### src/rtl/isqrt_settings.svh
`ifndef ISQRT_SETTINGS_SVH
`define ISQRT_SETTINGS_SVH

// Float word layout: sign, biased exponent, fraction
`define ISQ_EXP_W 8
`define ISQ_FRAC_W 18
`define ISQ_WORD_W 27

// Signed integer operand width
`define ISQ_INT_W 16

// Exponent bias, 2^0 encodes as 127
`define ISQ_BIAS 127

// Initial guess constant and 1.5 in 27-bit float
`define ISQ_MAGIC 27'd49920718
`define ISQ_THREE_HALVES 27'd33423360

// Result queue depth, also the credit pool size
`define ISQ_OUT_DEPTH 4

`endif

### src/rtl/isqrt_pkg.sv
`include "isqrt_settings.svh"

package isqrt_pkg;

	// ========================================
	// Float word
	// ========================================
	// Value is (-1)^sign * 2^(exp-127) * 1.frac
	typedef struct packed {
		logic                   sign;
		logic [`ISQ_EXP_W-1:0]  exp;
		logic [`ISQ_FRAC_W-1:0] frac;
	} isqrt_float_t;

	// Integer view of the same word
	// Value sits in the low bits, pad above is ignored
	typedef struct packed {
		logic [`ISQ_WORD_W-`ISQ_INT_W-1:0] pad;
		logic signed [`ISQ_INT_W-1:0]      value;
	} isqrt_int_view_t;

	// ========================================
	// Operand word and host request
	// ========================================
	// One 27-bit word, decoded by the request flag
	typedef union packed {
		isqrt_float_t    f;
		isqrt_int_view_t i;
	} isqrt_operand_u;

	// Flag set means the operand is a signed integer
	typedef struct packed {
		logic           is_int;
		isqrt_operand_u operand;
	} isqrt_request_t;

endpackage

### src/rtl/fp_mul.sv
`timescale 1ns/1ps
`include "isqrt_settings.svh"

module fp_mul (
	input  logic [`ISQ_WORD_W-1:0] a,
	input  logic [`ISQ_WORD_W-1:0] b,
	output logic [`ISQ_WORD_W-1:0] prod
);
	localparam int EW = `ISQ_EXP_W;
	localparam int MW = `ISQ_FRAC_W;

	logic            a_s;
	logic            b_s;
	logic [EW-1:0]   a_e;
	logic [EW-1:0]   b_e;
	// Hidden one on top, fraction LSB dropped
	logic [MW-1:0]   a_m;
	logic [MW-1:0]   b_m;
	logic [2*MW-1:0] raw;
	logic [EW:0]     exp_sum;
	logic [EW-1:0]   p_e;
	logic [MW-1:0]   p_f;
	logic            underflow;

	assign a_s = a[`ISQ_WORD_W-1];
	assign b_s = b[`ISQ_WORD_W-1];
	assign a_e = a[`ISQ_WORD_W-2 -: EW];
	assign b_e = b[`ISQ_WORD_W-2 -: EW];
	assign a_m = {1'b1, a[MW-1:1]};
	assign b_m = {1'b1, b[MW-1:1]};

	assign raw = a_m * b_m;
	assign exp_sum = a_e + b_e;

	// Product in [1,4), top bit set means one step right
	assign p_e = raw[2*MW-1] ? EW'(exp_sum - (`ISQ_BIAS - 1)) : EW'(exp_sum - `ISQ_BIAS);
	assign p_f = raw[2*MW-1] ? raw[2*MW-2 -: MW] : raw[2*MW-3 -: MW];

	// Unbiased sum below 1, flush
	assign underflow = exp_sum < (EW+1)'(`ISQ_BIAS + 1);

	// Zero exponent on either side reads as zero
	assign prod = (underflow || (a_e == '0) || (b_e == '0)) ? '0 : {a_s ^ b_s, p_e, p_f};

endmodule

### src/rtl/fp_add.sv
`timescale 1ns/1ps
`include "isqrt_settings.svh"

module fp_add (
	input  logic                   iCLK,
	input  logic [`ISQ_WORD_W-1:0] a,
	input  logic [`ISQ_WORD_W-1:0] b,
	output logic [`ISQ_WORD_W-1:0] sum
);
	localparam int EW = `ISQ_EXP_W;
	localparam int MW = `ISQ_FRAC_W;
	// Aligned width: carry bit, mantissa, guard bits
	localparam int AW = 2 * MW + 1;
	localparam int SW = $clog2(AW + 1);

	// Stage one fields
	logic          a_s;
	logic          b_s;
	logic [EW-1:0] a_e;
	logic [EW-1:0] b_e;
	logic [MW-1:0] a_m;
	logic [MW-1:0] b_m;
	logic          a_larger;
	logic [EW-1:0] big_e;
	logic [EW-1:0] diff;
	logic [AW-1:0] a_al;
	logic [AW-1:0] b_al;
	logic [AW-1:0] pre_sum;
	// Stage boundary
	logic [AW-1:0]          s_pre_sum;
	logic [EW-1:0]          s_big_e;
	logic                   s_a_zero;
	logic                   s_b_zero;
	logic [`ISQ_WORD_W-1:0] s_a;
	logic [`ISQ_WORD_W-1:0] s_b;
	logic                   s_sign;
	// Stage two
	logic [SW-1:0]      shft;
	logic [AW+MW-2:0]   norm;
	logic [EW-1:0]      res_e;
	logic [MW-1:0]      res_f;
	logic               underflow;

	assign a_s = a[`ISQ_WORD_W-1];
	assign b_s = b[`ISQ_WORD_W-1];
	assign a_e = a[`ISQ_WORD_W-2 -: EW];
	assign b_e = b[`ISQ_WORD_W-2 -: EW];
	assign a_m = {1'b1, a[MW-1:1]};
	assign b_m = {1'b1, b[MW-1:1]};

	// ========================================
	// Stage 1, align and add
	// ========================================
	assign a_larger = (a_e > b_e) || ((a_e == b_e) && (a_m > b_m));
	assign big_e = a_larger ? a_e : b_e;
	assign diff = a_larger ? (a_e - b_e) : (b_e - a_e);

	// Smaller operand slides right, too far means nothing left
	assign a_al = a_larger ? {1'b0, a_m, {MW{1'b0}}} :
		(diff > EW'(AW - 2)) ? '0 : ({1'b0, a_m, {MW{1'b0}}} >> diff);
	assign b_al = !a_larger ? {1'b0, b_m, {MW{1'b0}}} :
		(diff > EW'(AW - 2)) ? '0 : ({1'b0, b_m, {MW{1'b0}}} >> diff);

	// Unlike signs subtract the smaller magnitude
	assign pre_sum = !(a_s ^ b_s) ? (a_al + b_al) :
		a_larger ? (a_al - b_al) : (b_al - a_al);

	always_ff @(posedge iCLK) begin
		s_pre_sum <= pre_sum;
		s_big_e <= big_e;
		s_a_zero <= (a_e == '0);
		s_b_zero <= (b_e == '0);
		s_a <= a;
		s_b <= b;
		s_sign <= a_larger ? a_s : b_s;
	end

	// ========================================
	// Stage 2, normalize
	// ========================================
	// Distance of the leading one from the top, AW when empty
	always_comb begin
		shft = SW'(AW);
		for (int i = 0; i < AW; i++) begin
			if (s_pre_sum[i])
				shft = SW'(AW - 1 - i);
		end
	end

	// Extra position drops the hidden one
	assign norm = {s_pre_sum, {(MW-1){1'b0}}} << (shft + 1'b1);
	assign res_f = norm[AW+MW-2 -: MW];
	assign res_e = s_big_e + EW'(1) - EW'(shft);
	// Exponent would reach zero or below
	assign underflow = ({1'b0, s_big_e} + (EW+1)'(1)) <= (EW+1)'(shft);

	always_ff @(posedge iCLK) begin
		sum <= (s_a_zero && s_b_zero) ? '0 :
			s_a_zero ? s_b :
			s_b_zero ? s_a :
			(s_pre_sum == '0) ? '0 :
			underflow ? '0 :
			{s_sign, res_e, res_f};
	end

endmodule

### src/rtl/isqrt_operand_rx.sv
`timescale 1ns/1ps
`include "isqrt_settings.svh"

module isqrt_operand_rx (
	input  logic                      iCLK,
	input  logic                      rst_n,
	input  logic                      in_req,
	input  isqrt_pkg::isqrt_request_t in_data,
	output logic                      in_ack,
	input  logic                      credit_return,
	output logic                      op_valid,
	output isqrt_pkg::isqrt_float_t   op_value
);
	import isqrt_pkg::*;

	localparam int CRED_W = $clog2(`ISQ_OUT_DEPTH + 1);
	localparam int POS_W = $clog2(`ISQ_INT_W);

	// Credit pool, one per free queue slot downstream
	logic [CRED_W-1:0]                 credits;
	logic                              accept;
	// Integer to float path
	logic                              int_neg;
	logic [`ISQ_INT_W-1:0]             int_mag;
	logic [POS_W-1:0]                  lead_pos;
	logic [`ISQ_INT_W+`ISQ_FRAC_W-1:0] int_shift;
	isqrt_float_t                      int_float;
	isqrt_float_t                      entry_float;

	// Take the operand only on a fresh req with a credit in hand
	assign accept = in_req && !in_ack && (credits != '0);

	// ========================================
	// Integer normalizer
	// ========================================
	always_comb begin
		int_neg = in_data.operand.i.value[`ISQ_INT_W-1];
		// Magnitude, -32768 still fits as unsigned
		int_mag = int_neg ? -in_data.operand.i.value : in_data.operand.i.value;
		// Highest set bit wins
		lead_pos = '0;
		for (int b = 0; b < `ISQ_INT_W; b++) begin
			if (int_mag[b])
				lead_pos = POS_W'(b);
		end
		// Move the leading one to just above the fraction field
		int_shift = {{`ISQ_FRAC_W{1'b0}}, int_mag} << (`ISQ_FRAC_W - lead_pos);
		int_float.sign = int_neg;
		int_float.exp = `ISQ_EXP_W'(`ISQ_BIAS + lead_pos);
		int_float.frac = int_shift[`ISQ_FRAC_W-1:0];
		// Zero has no leading one
		if (int_mag == '0)
			int_float = '0;
		entry_float = in_data.is_int ? int_float : in_data.operand.f;
	end

	// ========================================
	// Handshake and credits
	// ========================================
	always_ff @(posedge iCLK or negedge rst_n) begin
		if (!rst_n) begin
			in_ack <= 1'b0;
			op_valid <= 1'b0;
			credits <= CRED_W'(`ISQ_OUT_DEPTH);
		end else begin
			op_valid <= accept;
			// Ack up on capture, down once req is seen low
			if (accept)
				in_ack <= 1'b1;
			else if (!in_req)
				in_ack <= 1'b0;
			// Spend and refund can land on the same edge
			credits <= credits - CRED_W'(accept) + CRED_W'(credit_return);
		end
	end

	// Converted operand into the pipeline
	always_ff @(posedge iCLK) begin
		if (accept)
			op_value <= entry_float;
	end

endmodule

### src/rtl/fp_inv_sqrt.sv
`timescale 1ns/1ps
`include "isqrt_settings.svh"

module fp_inv_sqrt (
	input  logic                    iCLK,
	input  logic                    rst_n,
	input  logic                    op_valid,
	input  isqrt_pkg::isqrt_float_t op_value,
	output logic                    res_valid,
	output isqrt_pkg::isqrt_float_t res_value
);
	import isqrt_pkg::*;

	localparam int W = `ISQ_WORD_W;
	// y waits from stage 2 until the adder result appears
	localparam int Y_DLY = 4;

	logic [W-1:0]  op_bits;
	logic [W-1:0]  y_1;
	isqrt_float_t  half_1;
	logic [W-1:0]  y_sq_1;
	logic [W-1:0]  y_dly [Y_DLY];
	logic [W-1:0]  sq_2;
	isqrt_float_t  half_2;
	logic [W-1:0]  term_2;
	logic [W-1:0]  term_3;
	logic [W-1:0]  neg_term;
	logic [W-1:0]  diff_5;
	logic [W-1:0]  refined;
	logic [Y_DLY-1:0] vld_sr;

	// ========================================
	// Stage 1, guess and y squared
	// ========================================
	assign op_bits = op_value;
	// Bit trick on the raw word
	assign y_1 = `ISQ_MAGIC - (op_bits >> 1);

	// x/2 by one less on the exponent
	always_comb begin
		half_1 = op_value;
		half_1.exp = op_value.exp - 1'b1;
	end

	fp_mul u_sq (.a(y_1), .b(y_1), .prod(y_sq_1));

	// Stage 2, x/2 times y^2
	fp_mul u_term (.a(half_2), .b(sq_2), .prod(term_2));

	// Stages 3 and 4, 1.5 - term
	assign neg_term = {~term_3[W-1], term_3[W-2:0]};
	fp_add u_diff (.iCLK(iCLK), .a(neg_term), .b(`ISQ_THREE_HALVES), .sum(diff_5));

	// Stage 5, Newton step y * (1.5 - x/2 * y^2)
	fp_mul u_refine (.a(y_dly[Y_DLY-1]), .b(diff_5), .prod(refined));

	// ========================================
	// Pipeline registers
	// ========================================
	always_ff @(posedge iCLK) begin
		sq_2 <= y_sq_1;
		half_2 <= half_1;
		term_3 <= term_2;
		// y kept in step with the two-cycle adder
		y_dly[0] <= y_1;
		for (int i = 1; i < Y_DLY; i++)
			y_dly[i] <= y_dly[i-1];
		res_value <= refined;
	end

	// Valid rides alongside, result lands 5 cycles on
	always_ff @(posedge iCLK or negedge rst_n) begin
		if (!rst_n) begin
			vld_sr <= '0;
			res_valid <= 1'b0;
		end else begin
			vld_sr <= {vld_sr[Y_DLY-2:0], op_valid};
			res_valid <= vld_sr[Y_DLY-1];
		end
	end

endmodule

### src/rtl/isqrt_result_tx.sv
`timescale 1ns/1ps
`include "isqrt_settings.svh"

module isqrt_result_tx (
	input  logic                    iCLK,
	input  logic                    rst_n,
	input  logic                    res_valid,
	input  isqrt_pkg::isqrt_float_t res_value,
	output logic                    out_req,
	output isqrt_pkg::isqrt_float_t out_data,
	input  logic                    out_ack,
	output logic                    credit_return
);
	import isqrt_pkg::*;

	localparam int DEPTH = `ISQ_OUT_DEPTH;
	localparam int PTR_W = $clog2(DEPTH);
	localparam int CNT_W = $clog2(DEPTH + 1);

	isqrt_float_t     queue [DEPTH];
	logic [PTR_W-1:0] wr_ptr;
	logic [PTR_W-1:0] rd_ptr;
	logic [CNT_W-1:0] count;
	// Set from ack seen until ack drops
	logic             ack_wait;
	logic             launch;
	logic             pop;

	// Wrap at the queue end
	function automatic logic [PTR_W-1:0] next_ptr(input logic [PTR_W-1:0] p);
		next_ptr = (p == PTR_W'(DEPTH - 1)) ? '0 : p + 1'b1;
	endfunction

	// Idle sender with a result waiting
	assign launch = !out_req && !ack_wait && (count != '0);
	// Host has the data, retire the head
	assign pop = out_req && out_ack;

	// ========================================
	// Queue storage
	// ========================================
	always_ff @(posedge iCLK) begin
		if (res_valid)
			queue[wr_ptr] <= res_value;
		// Head held stable for the whole req phase
		if (launch)
			out_data <= queue[rd_ptr];
	end

	// ========================================
	// Pointers and four-phase sender
	// ========================================
	always_ff @(posedge iCLK or negedge rst_n) begin
		if (!rst_n) begin
			wr_ptr <= '0;
			rd_ptr <= '0;
			count <= '0;
			out_req <= 1'b0;
			ack_wait <= 1'b0;
			credit_return <= 1'b0;
		end else begin
			if (res_valid)
				wr_ptr <= next_ptr(wr_ptr);
			if (pop)
				rd_ptr <= next_ptr(rd_ptr);
			// No overflow, credits bound the writes
			count <= count + CNT_W'(res_valid) - CNT_W'(pop);
			if (launch)
				out_req <= 1'b1;
			else if (pop)
				out_req <= 1'b0;
			if (pop)
				ack_wait <= 1'b1;
			else if (ack_wait && !out_ack)
				ack_wait <= 1'b0;
			// Slot freed, hand a credit back
			credit_return <= pop;
		end
	end

endmodule

### src/rtl/isqrt_top.sv
`timescale 1ns/1ps
`include "isqrt_settings.svh"

module isqrt_top (
	input  logic                      iCLK,
	input  logic                      rst_n,
	input  logic                      in_req,
	input  isqrt_pkg::isqrt_request_t in_data,
	output logic                      in_ack,
	output logic                      out_req,
	output isqrt_pkg::isqrt_float_t   out_data,
	input  logic                      out_ack
);
	import isqrt_pkg::*;

	// Operand into the pipeline
	logic         op_valid;
	isqrt_float_t op_value;
	// Result into the queue
	logic         res_valid;
	isqrt_float_t res_value;
	// Freed queue slot back to the input side
	logic         credit_return;

	// ========================================
	// Input side, pipeline, output side
	// ========================================
	isqrt_operand_rx u_rx (
		.iCLK          (iCLK),
		.rst_n         (rst_n),
		.in_req        (in_req),
		.in_data       (in_data),
		.in_ack        (in_ack),
		.credit_return (credit_return),
		.op_valid      (op_valid),
		.op_value      (op_value)
	);

	fp_inv_sqrt u_core (
		.iCLK      (iCLK),
		.rst_n     (rst_n),
		.op_valid  (op_valid),
		.op_value  (op_value),
		.res_valid (res_valid),
		.res_value (res_value)
	);

	isqrt_result_tx u_tx (
		.iCLK          (iCLK),
		.rst_n         (rst_n),
		.res_valid     (res_valid),
		.res_value     (res_value),
		.out_req       (out_req),
		.out_data      (out_data),
		.out_ack       (out_ack),
		.credit_return (credit_return)
	);

endmodule

### config.mk
export PLATFORM = sky130hd
export DESIGN_NAME = isqrt_top
export DESIGN_NICKNAME = d
export VERILOG_FILES = /design/src/rtl/isqrt_pkg.sv /design/src/rtl/fp_mul.sv /design/src/rtl/fp_add.sv /design/src/rtl/isqrt_operand_rx.sv /design/src/rtl/fp_inv_sqrt.sv /design/src/rtl/isqrt_result_tx.sv /design/src/rtl/isqrt_top.sv
export VERILOG_INCLUDE_DIRS = /design/src /design/src/rtl
export SDC_FILE = /design/constraint.sdc
export NUM_CORES = 2
export LEC_CHECK = 0
export BUFFER_PORTS_ARGS = -buffer_cell sky130_fd_sc_hd__buf_4
export CAP_MARGIN = 20
export CORE_MARGIN = 3
export CORE_UTILIZATION = 60
export DETAILED_ROUTE_END_ITERATION = 10
export GPL_ROUTABILITY_DRIVEN = 0
export PLACE_DENSITY = 0.8
export SYNTH_ARGS = -nofsm -noshare
export SYNTH_HDL_FRONTEND = slang
export SYNTH_SLANG_ARGS = --single-unit
### constraint.sdc
create_clock -name iCLK -period 26.9 [get_ports iCLK]
set_input_delay 4.035 -clock iCLK [delete_from_list [all_inputs] [get_ports iCLK]]
set_output_delay 4.035 -clock iCLK [all_outputs]
set_load 0.02 [all_outputs]
== Yosys cells after proc, flatten, opt, wreduce, memory -nomap -nowiden ==
Memory sizes are Yosys's and may differ from the RTL's. A register that Yosys moved wholly into a read port is not among the register bits.
Index checks and enable logic that the tools add are counted.
Operators by class
  $add $sub $neg: 29
  reduce and logical (&&, ||, !) cells: 31
  muxes and demuxes: 80
  magnitude comparators: 7
  $mul: 3
  bitwise operators: 3
  eq/ne operators: 4
  shift operators: 4
Operators with widths (number)
  2-to-1 mux 37 bit: 6
  2-to-1 mux 6 bit: 36
  multiplier 18 x 18 -> 36 bit: 3
  subtractor 37 bit: 2
  2-to-1 mux 4 bit: 14
  subtractor 8 x 7 -> 8 bit (second input constant): 7
  2-to-1 mux 18 bit: 3
  2-to-1 mux 27 bit: 2
  << shifter 54 x 6 -> 54 bit: 1
  2-to-1 mux 25 bit: 2
  zero test 8 bit: 6
  adder 37 bit: 1
  zero test 37 bit: 1
  >> shifter 36 x 8 -> 37 bit: 1
  >> shifter 36 x 8 -> 37 bit (first input constant): 1
  2-to-1 mux 8 bit: 4
  << shifter 16 x 32 -> 18 bit: 1
  adder 8 x 8 -> 9 bit: 3
  less-than comparator 9 x 8 -> 1 bit (second input constant): 3
  subtractor 26 x 26 -> 27 bit (first input constant): 1
  greater-than comparator 18 bit (second input constant): 1
  zero test 16 bit: 1
  2-to-1 mux 16 bit: 1
  negation 16 bit: 1
  27 further kinds: 59
Storage, ports and cells
  bits in writable memories: 216
  memories: 2
  input bits: 32
  output and inout port bits: 29
  bits in registers: 229
  logic and storage cells: 192
Memories
  u_core.y_dly: depth 4, bits a word 27, read ports 4, clocked after Yosys merged registers in 0, wr ports 4, line fp_inv_sqrt.sv:22  | logic [W-1:0] y_dly [Y_DLY];
  u_tx.queue: depth 4, bits a word 27, read ports 1, clocked after Yosys merged registers in 1, wr ports 1, line isqrt_result_tx.sv:20  | isqrt_float_t queue [DEPTH];

== Depth between registers and ports, before layout ==
  depth in word-level cells: 41
  depth in mapped cells: 38

== By module ==
From an unflattened synthesis, not the netlist that was laid out.
Second synthesis, totals
  cells, all modules: 7238
  area total of the unflattened synthesis: 63920.1 µm²
By module, submodules not included
  fp_add: times used 1, area each 16703.5 µm², seq. area each 2582.5 µm², cells an instance 2327
  fp_mul at u_core.u_term: times used 1, area each 11143.2 µm², seq. area each 0.0 µm², cells an instance 1317
  fp_mul at u_core.u_refine: times used 1, area each 11093.1 µm², seq. area each 0.0 µm², cells an instance 1327
  fp_mul at u_core.u_sq: times used 1, area each 11064.4 µm², seq. area each 0.0 µm², cells an instance 1302
  isqrt_result_tx: times used 1, area each 5230.0 µm², seq. area each 4304.1 µm², cells an instance 212
  fp_inv_sqrt: times used 1, area each 5217.5 µm², seq. area each 4429.2 µm², cells an instance 346
  isqrt_operand_rx: times used 1, area each 3468.3 µm², seq. area each 937.1 µm², cells an instance 407

== Worst setup path before layout ==
OpenSTA, ideal clock, no wires.
  path kind: flip-flop to flip-flop
  from: register u_rx.op_value[3] (netlist name)
  to: register u_core.sq_2[11]
  data arrival time: 8.692 ns
  library setup time: 0.129 ns
  stages on the path, launching flop included: 36
  required time: 26.771 ns
  path slack: 18.079 ns
  path through: edfxtp_1 -> a41oi_1 -> nand2b_1 -> a31oi_1 -> inv_1 -> a21oi_1 -> nor2_1 -> xnor2_1 -> inv_1 -> clkbuf_1 -> nor2_1 -> fa_1 -> inv_1 -> fa_1 -> fa_1 -> inv_1 -> fa_1 -> inv_1 -> fa_1 -> inv_1 -> fa_1 -> ha_1 -> o2111a_1 -> a221o_1 -> a21o_1 -> a311o_1 -> nand2_1 -> a21o_1 -> o211ai_1 -> a31o_2 -> a21oi_1 -> xnor2_1 -> clkbuf_1 -> clkbuf_1 -> mux2i_1 -> nor3_1
On the way
  elaborated cells on any way between the ends: 8
RTL lines
  subtractor 26 x 26 -> 27 bit (no source line)
  net u_core.u_sq.a[13]: line fp_mul.sv:5  | input logic [`ISQ_WORD_W-1:0] a,
  multiplier 18 x 18 -> 36 bit: line fp_mul.sv:32  | assign raw = a_m * b_m;
  2-to-1 mux 18 bit: line fp_mul.sv:37  | assign p_f = raw[2*MW-1] ? raw[2*MW-2 -: MW] : raw[2*MW-3 -: MW];
  end signal: assignment: line fp_inv_sqrt.sv:61  | sq_2 <= y_sq_1;
  end: declaration: line fp_inv_sqrt.sv:23  | logic [W-1:0] sq_2;
The timed path passes the listed nets, and every way through them passes these cells.
A chain may end at the register's enable or synchronous reset.

== Final worst setup path ==
  from: register u_rx.op_value[1] (netlist name)
  to: register u_core.sq_2[25]
On the way
  word-level cells in the longest chain between the ends: 5
  elaborated cells on any way between the ends: 10
Ends and longest elaborated chain
  subtractor 26 x 26 -> 27 bit (no source line) (*)
  parallel branches: the longest is 4 deep, another holds multiplier 18 x 18 -> 36 bit
Mark *: on every way between the ends.

==> out/results.ini <==
[route]
wl_per_cell_um = 19.12
num_vias = 45033
dr.pass1.iters = 6
wl_um = 143000
ant_nets = 0
vias_per_cell = 6.020
drc = 0
drtIter0Drc = 4280

[timing]
max_freq_ghz = 0.09643
setup_tns_ns = 0
drv_slew = 0
rsz0062_at_grt = no
relSlewSlack_pct = 17.37
min_period_ns = 10.37
min_period_over_period_pct = 38.55
tightest_slew_ns = 1.227
setup_violations = 0
hold_viol = 0
worst_clock_skew_ns = 0.05376

[clock_tree]
path_clk_slew_ns = 0.06
cts_root_buffer = clkbuf_16
ctsResizeCount = 0
postCtsSetupBuffers = 0
clockBufferDepth = 3
clock_latency_ns = 0.62
cts_buffers = 48
cts_tree = done
cts_sinks = 462
cts-htree-levels = 2
cts_hold_buf = 0

[floorplanning]
io_pins = 61
die-area_um2 = 98020
num_rows = 111
die_y_um = 313.1
initial_core_util_pct = 61.08
die_x_um = 313.1
core-area_um2 = 92640

[worst_setup_path]
slowest_delay_ns = 0.75
worstPathArrival_ns = 10.83
endpoint_kind = register
crit_type = register to register
crit_slowest_cell = xor2_1
startpoint_type = register
crit_top_cell = fa_1
required_ns = 27.36
crit_fanout = 27

[grt]
grt_pass1_wl_um = 234900
grt_max_degree = 65
grt_remaining_overflow = 0
antenna_found_initial = 1
track_usage_pct = 29.39
grt_pass1_vias = 45728

[cells_and_area]
final_cell_mix = inv_1 (1,101), fa_1 (735), nand2_1 (702)
layout_commonest_cell = inv_1
fillCellCount = 7375
drive_gt1_share_pct = 6.189
utilization_pct = 64.62
area_growth_pct = 5.794
finalNetCount = 7446

[logic_synthesis]
ys_seq_area_share_pct = 19.37
syn_area_um2 = 56580
synth_flop_cell = dfxtp_1
asyncSetResetFlopFracSynth_pct = 4.329
ys_warn_count = 0
synthDistinctLibCells = 123
synth_edf_count = 161
syn_inst = 6278
synth.avg_cell_area_um2 = 9.012
synth_fp_nets = 7527
synth_seq_cells = 462

[run_status]
status = finished clean

[place]
port_buffers = 60
hpwl_um = 110500

[flow_run]
cap_violations = 0

[worst_hold_path]
hold_class = register to register

==> metrics by stage <==
step / instances / worst slack [ns] / instance area (um2) / hold WS [ns]
5_1_grt: 7480 / 15.87 / 59850 / 0.3114
6_report: 7481 / 16.53 / 59860 / 0.2942
4_1_cts: 7478 / 16.61 / 59830 / 0.2932
3_3_place_gp: 7388 / 16.90 / 58110 / 0.3102
2_1_floorplan: 6278 / 18.08 / 56580 / 0.3096
3_5_place_dp: 7388 / 16.73 / 58110 / 0.3121
==> worst paths after layout <==
check | from | to | slack (ns) | cells past startpoint
max in group asynchronous | rst_n | u_rx.credits[2]$_DFF_PN1_ | 23.35 | 1
min in group asynchronous | rst_n | u_rx.in_ack$_DFFE_PN0P_ | 3.29 | 1
setup reg to reg | u_rx.op_value[1]$_DFFE_PP_ | u_core.sq_2[25]$_SDFF_PP0_ | 16.53 | 35
hold reg to reg | u_core.y_dly[2][3]$_DFF_P_ | u_core.y_dly[3][3]$_DFF_P_ | 0.29 | 0
hold / removal | u_core.y_dly[2][3]$_DFF_P_ | u_core.y_dly[3][3]$_DFF_P_ | 0.29 | 0
setup / recovery | u_rx.op_value[1]$_DFFE_PP_ | u_core.sq_2[25]$_SDFF_PP0_ | 16.53 | 35
==> synth_stat cells (13+ instances only) <==
| cell | instances | share of area, % |
|---|---|---|
| o22ai_1 | 13 | 0.14 |
| nor2b_1 | 31 | 0.34 |
| mux2_2 | 18 | 0.36 |
| dfxtp_1 | 281 | 9.9 |
| a21boi_0 | 15 | 0.20 |
| xnor2_1 | 125 | 1.9 |
| buf_1 | 23 | 0.15 |
| ha_1 | 482 | 11 |
| nand2_1 | 702 | 4.7 |
| clkbuf_1 | 205 | 1.4 |
| o21ai_0 | 175 | 1.5 |
| nor3_1 | 91 | 0.80 |
| a21oi_1 | 303 | 2.7 |
| inv_1 | 1101 | 7.3 |
| or2_2 | 19 | 0.21 |
| nor4_1 | 37 | 0.41 |
| o211ai_1 | 39 | 0.52 |
| buf_2 | 20 | 0.18 |
| a31oi_1 | 35 | 0.39 |
| a211oi_1 | 48 | 0.64 |
| mux4_2 | 48 | 1.9 |
| and3_1 | 28 | 0.31 |
| dfrtp_1 | 19 | 0.84 |
| mux2i_1 | 115 | 2.0 |
| fa_1 | 735 | 26 |
| xor2_1 | 75 | 1.2 |
| nand3_1 | 81 | 0.72 |
| a21o_1 | 74 | 0.98 |
| and2_1 | 255 | 2.8 |
| a211o_1 | 14 | 0.22 |
| nand2b_1 | 42 | 0.46 |
| or3_1 | 29 | 0.32 |
| a2111oi_0 | 13 | 0.20 |
| nand4_1 | 34 | 0.38 |
| nor2_1 | 418 | 2.8 |
| o31ai_1 | 31 | 0.41 |
| o21bai_1 | 43 | 0.57 |
| o21a_1 | 31 | 0.41 |
| edfxtp_1 | 161 | 8.5 |
==> metal layers <==
metal | part of all wire, % | GRT usage [%] | wire length [um] | vias to the layer above
met5 | 0.0056 | 0 | 8 | -
met4 | 4.7 | 12.44 | 6752 | 2
met3 | 9.3 | 5.018 | 13230 | 516
met1 | 39 | 38.75 | 56110 | 21953
li1 | - | - | - | 20246
met2 | 47 | 48.11 | 66950 | 2316
==> state kept, by name, summed over array words and instances, names as in the netlist, 2 cells and up <==
name,cells
u_core.half_2,25
u_core.res_value,27
u_core.sq_2,25
u_core.term_3,26
u_core.u_diff.s_big_e,8
u_core.u_diff.s_pre_sum,37
u_core.u_diff.sum,26
u_core.vld_sr,4
u_core.y_dly,105
u_rx.credits,3
u_rx.op_value,26
u_tx.count,3
u_tx.out_data,27
u_tx.queue,108
u_tx.rd_ptr,2
u_tx.wr_ptr,2
==> worst max-delay path, delay by kind of cell (launching register included) <==
kind | cells | cell delay [ns]
simple gates | 8 | 1.53
compound gates | 11 | 2.49
fa+ha+maj | 8 | 3.45
flops | 1 | 0.45
buf+inv | 6 | 1.23
xor+xnor | 2 | 1.10
==> logic make-up (layout without fill, tap and decap cells) <==
family / Yosys count / in the layout / share of synthesized area, %
AOI/OAI and AO/OA: 1006 / 1006 / 11.86
xor gates and xnor gates: 201 / 201 / 3.125
adders and majority gates: 1217 / 1217 / 36.67
buffers and inverters: 1371 / 1330 / 9.253
DFF: 462 / 462 / 19.37
muxes: 183 / 183 / 4.354
other: 1 / 2 / 0.006628
and+or+nand+nor: 1837 / 1837 / 15.36
==> cell type report <==
type                       instances  area, um2  area share, %
clock inverter                    24      277.8         0.4641
timing repair buffer             129      980.9          1.639
sequential                       462      10960          18.32
antenna                            1      2.502       0.004181
inverter                        1111       4170          6.967
clock buffer                      66       1435          2.398
tap                             1243       1555          2.598
multi-input combinational       4445      40470          67.61
Power is not shown: default switching activity piles up to over one toggle a cycle in this logic, so the estimate is an artifact.
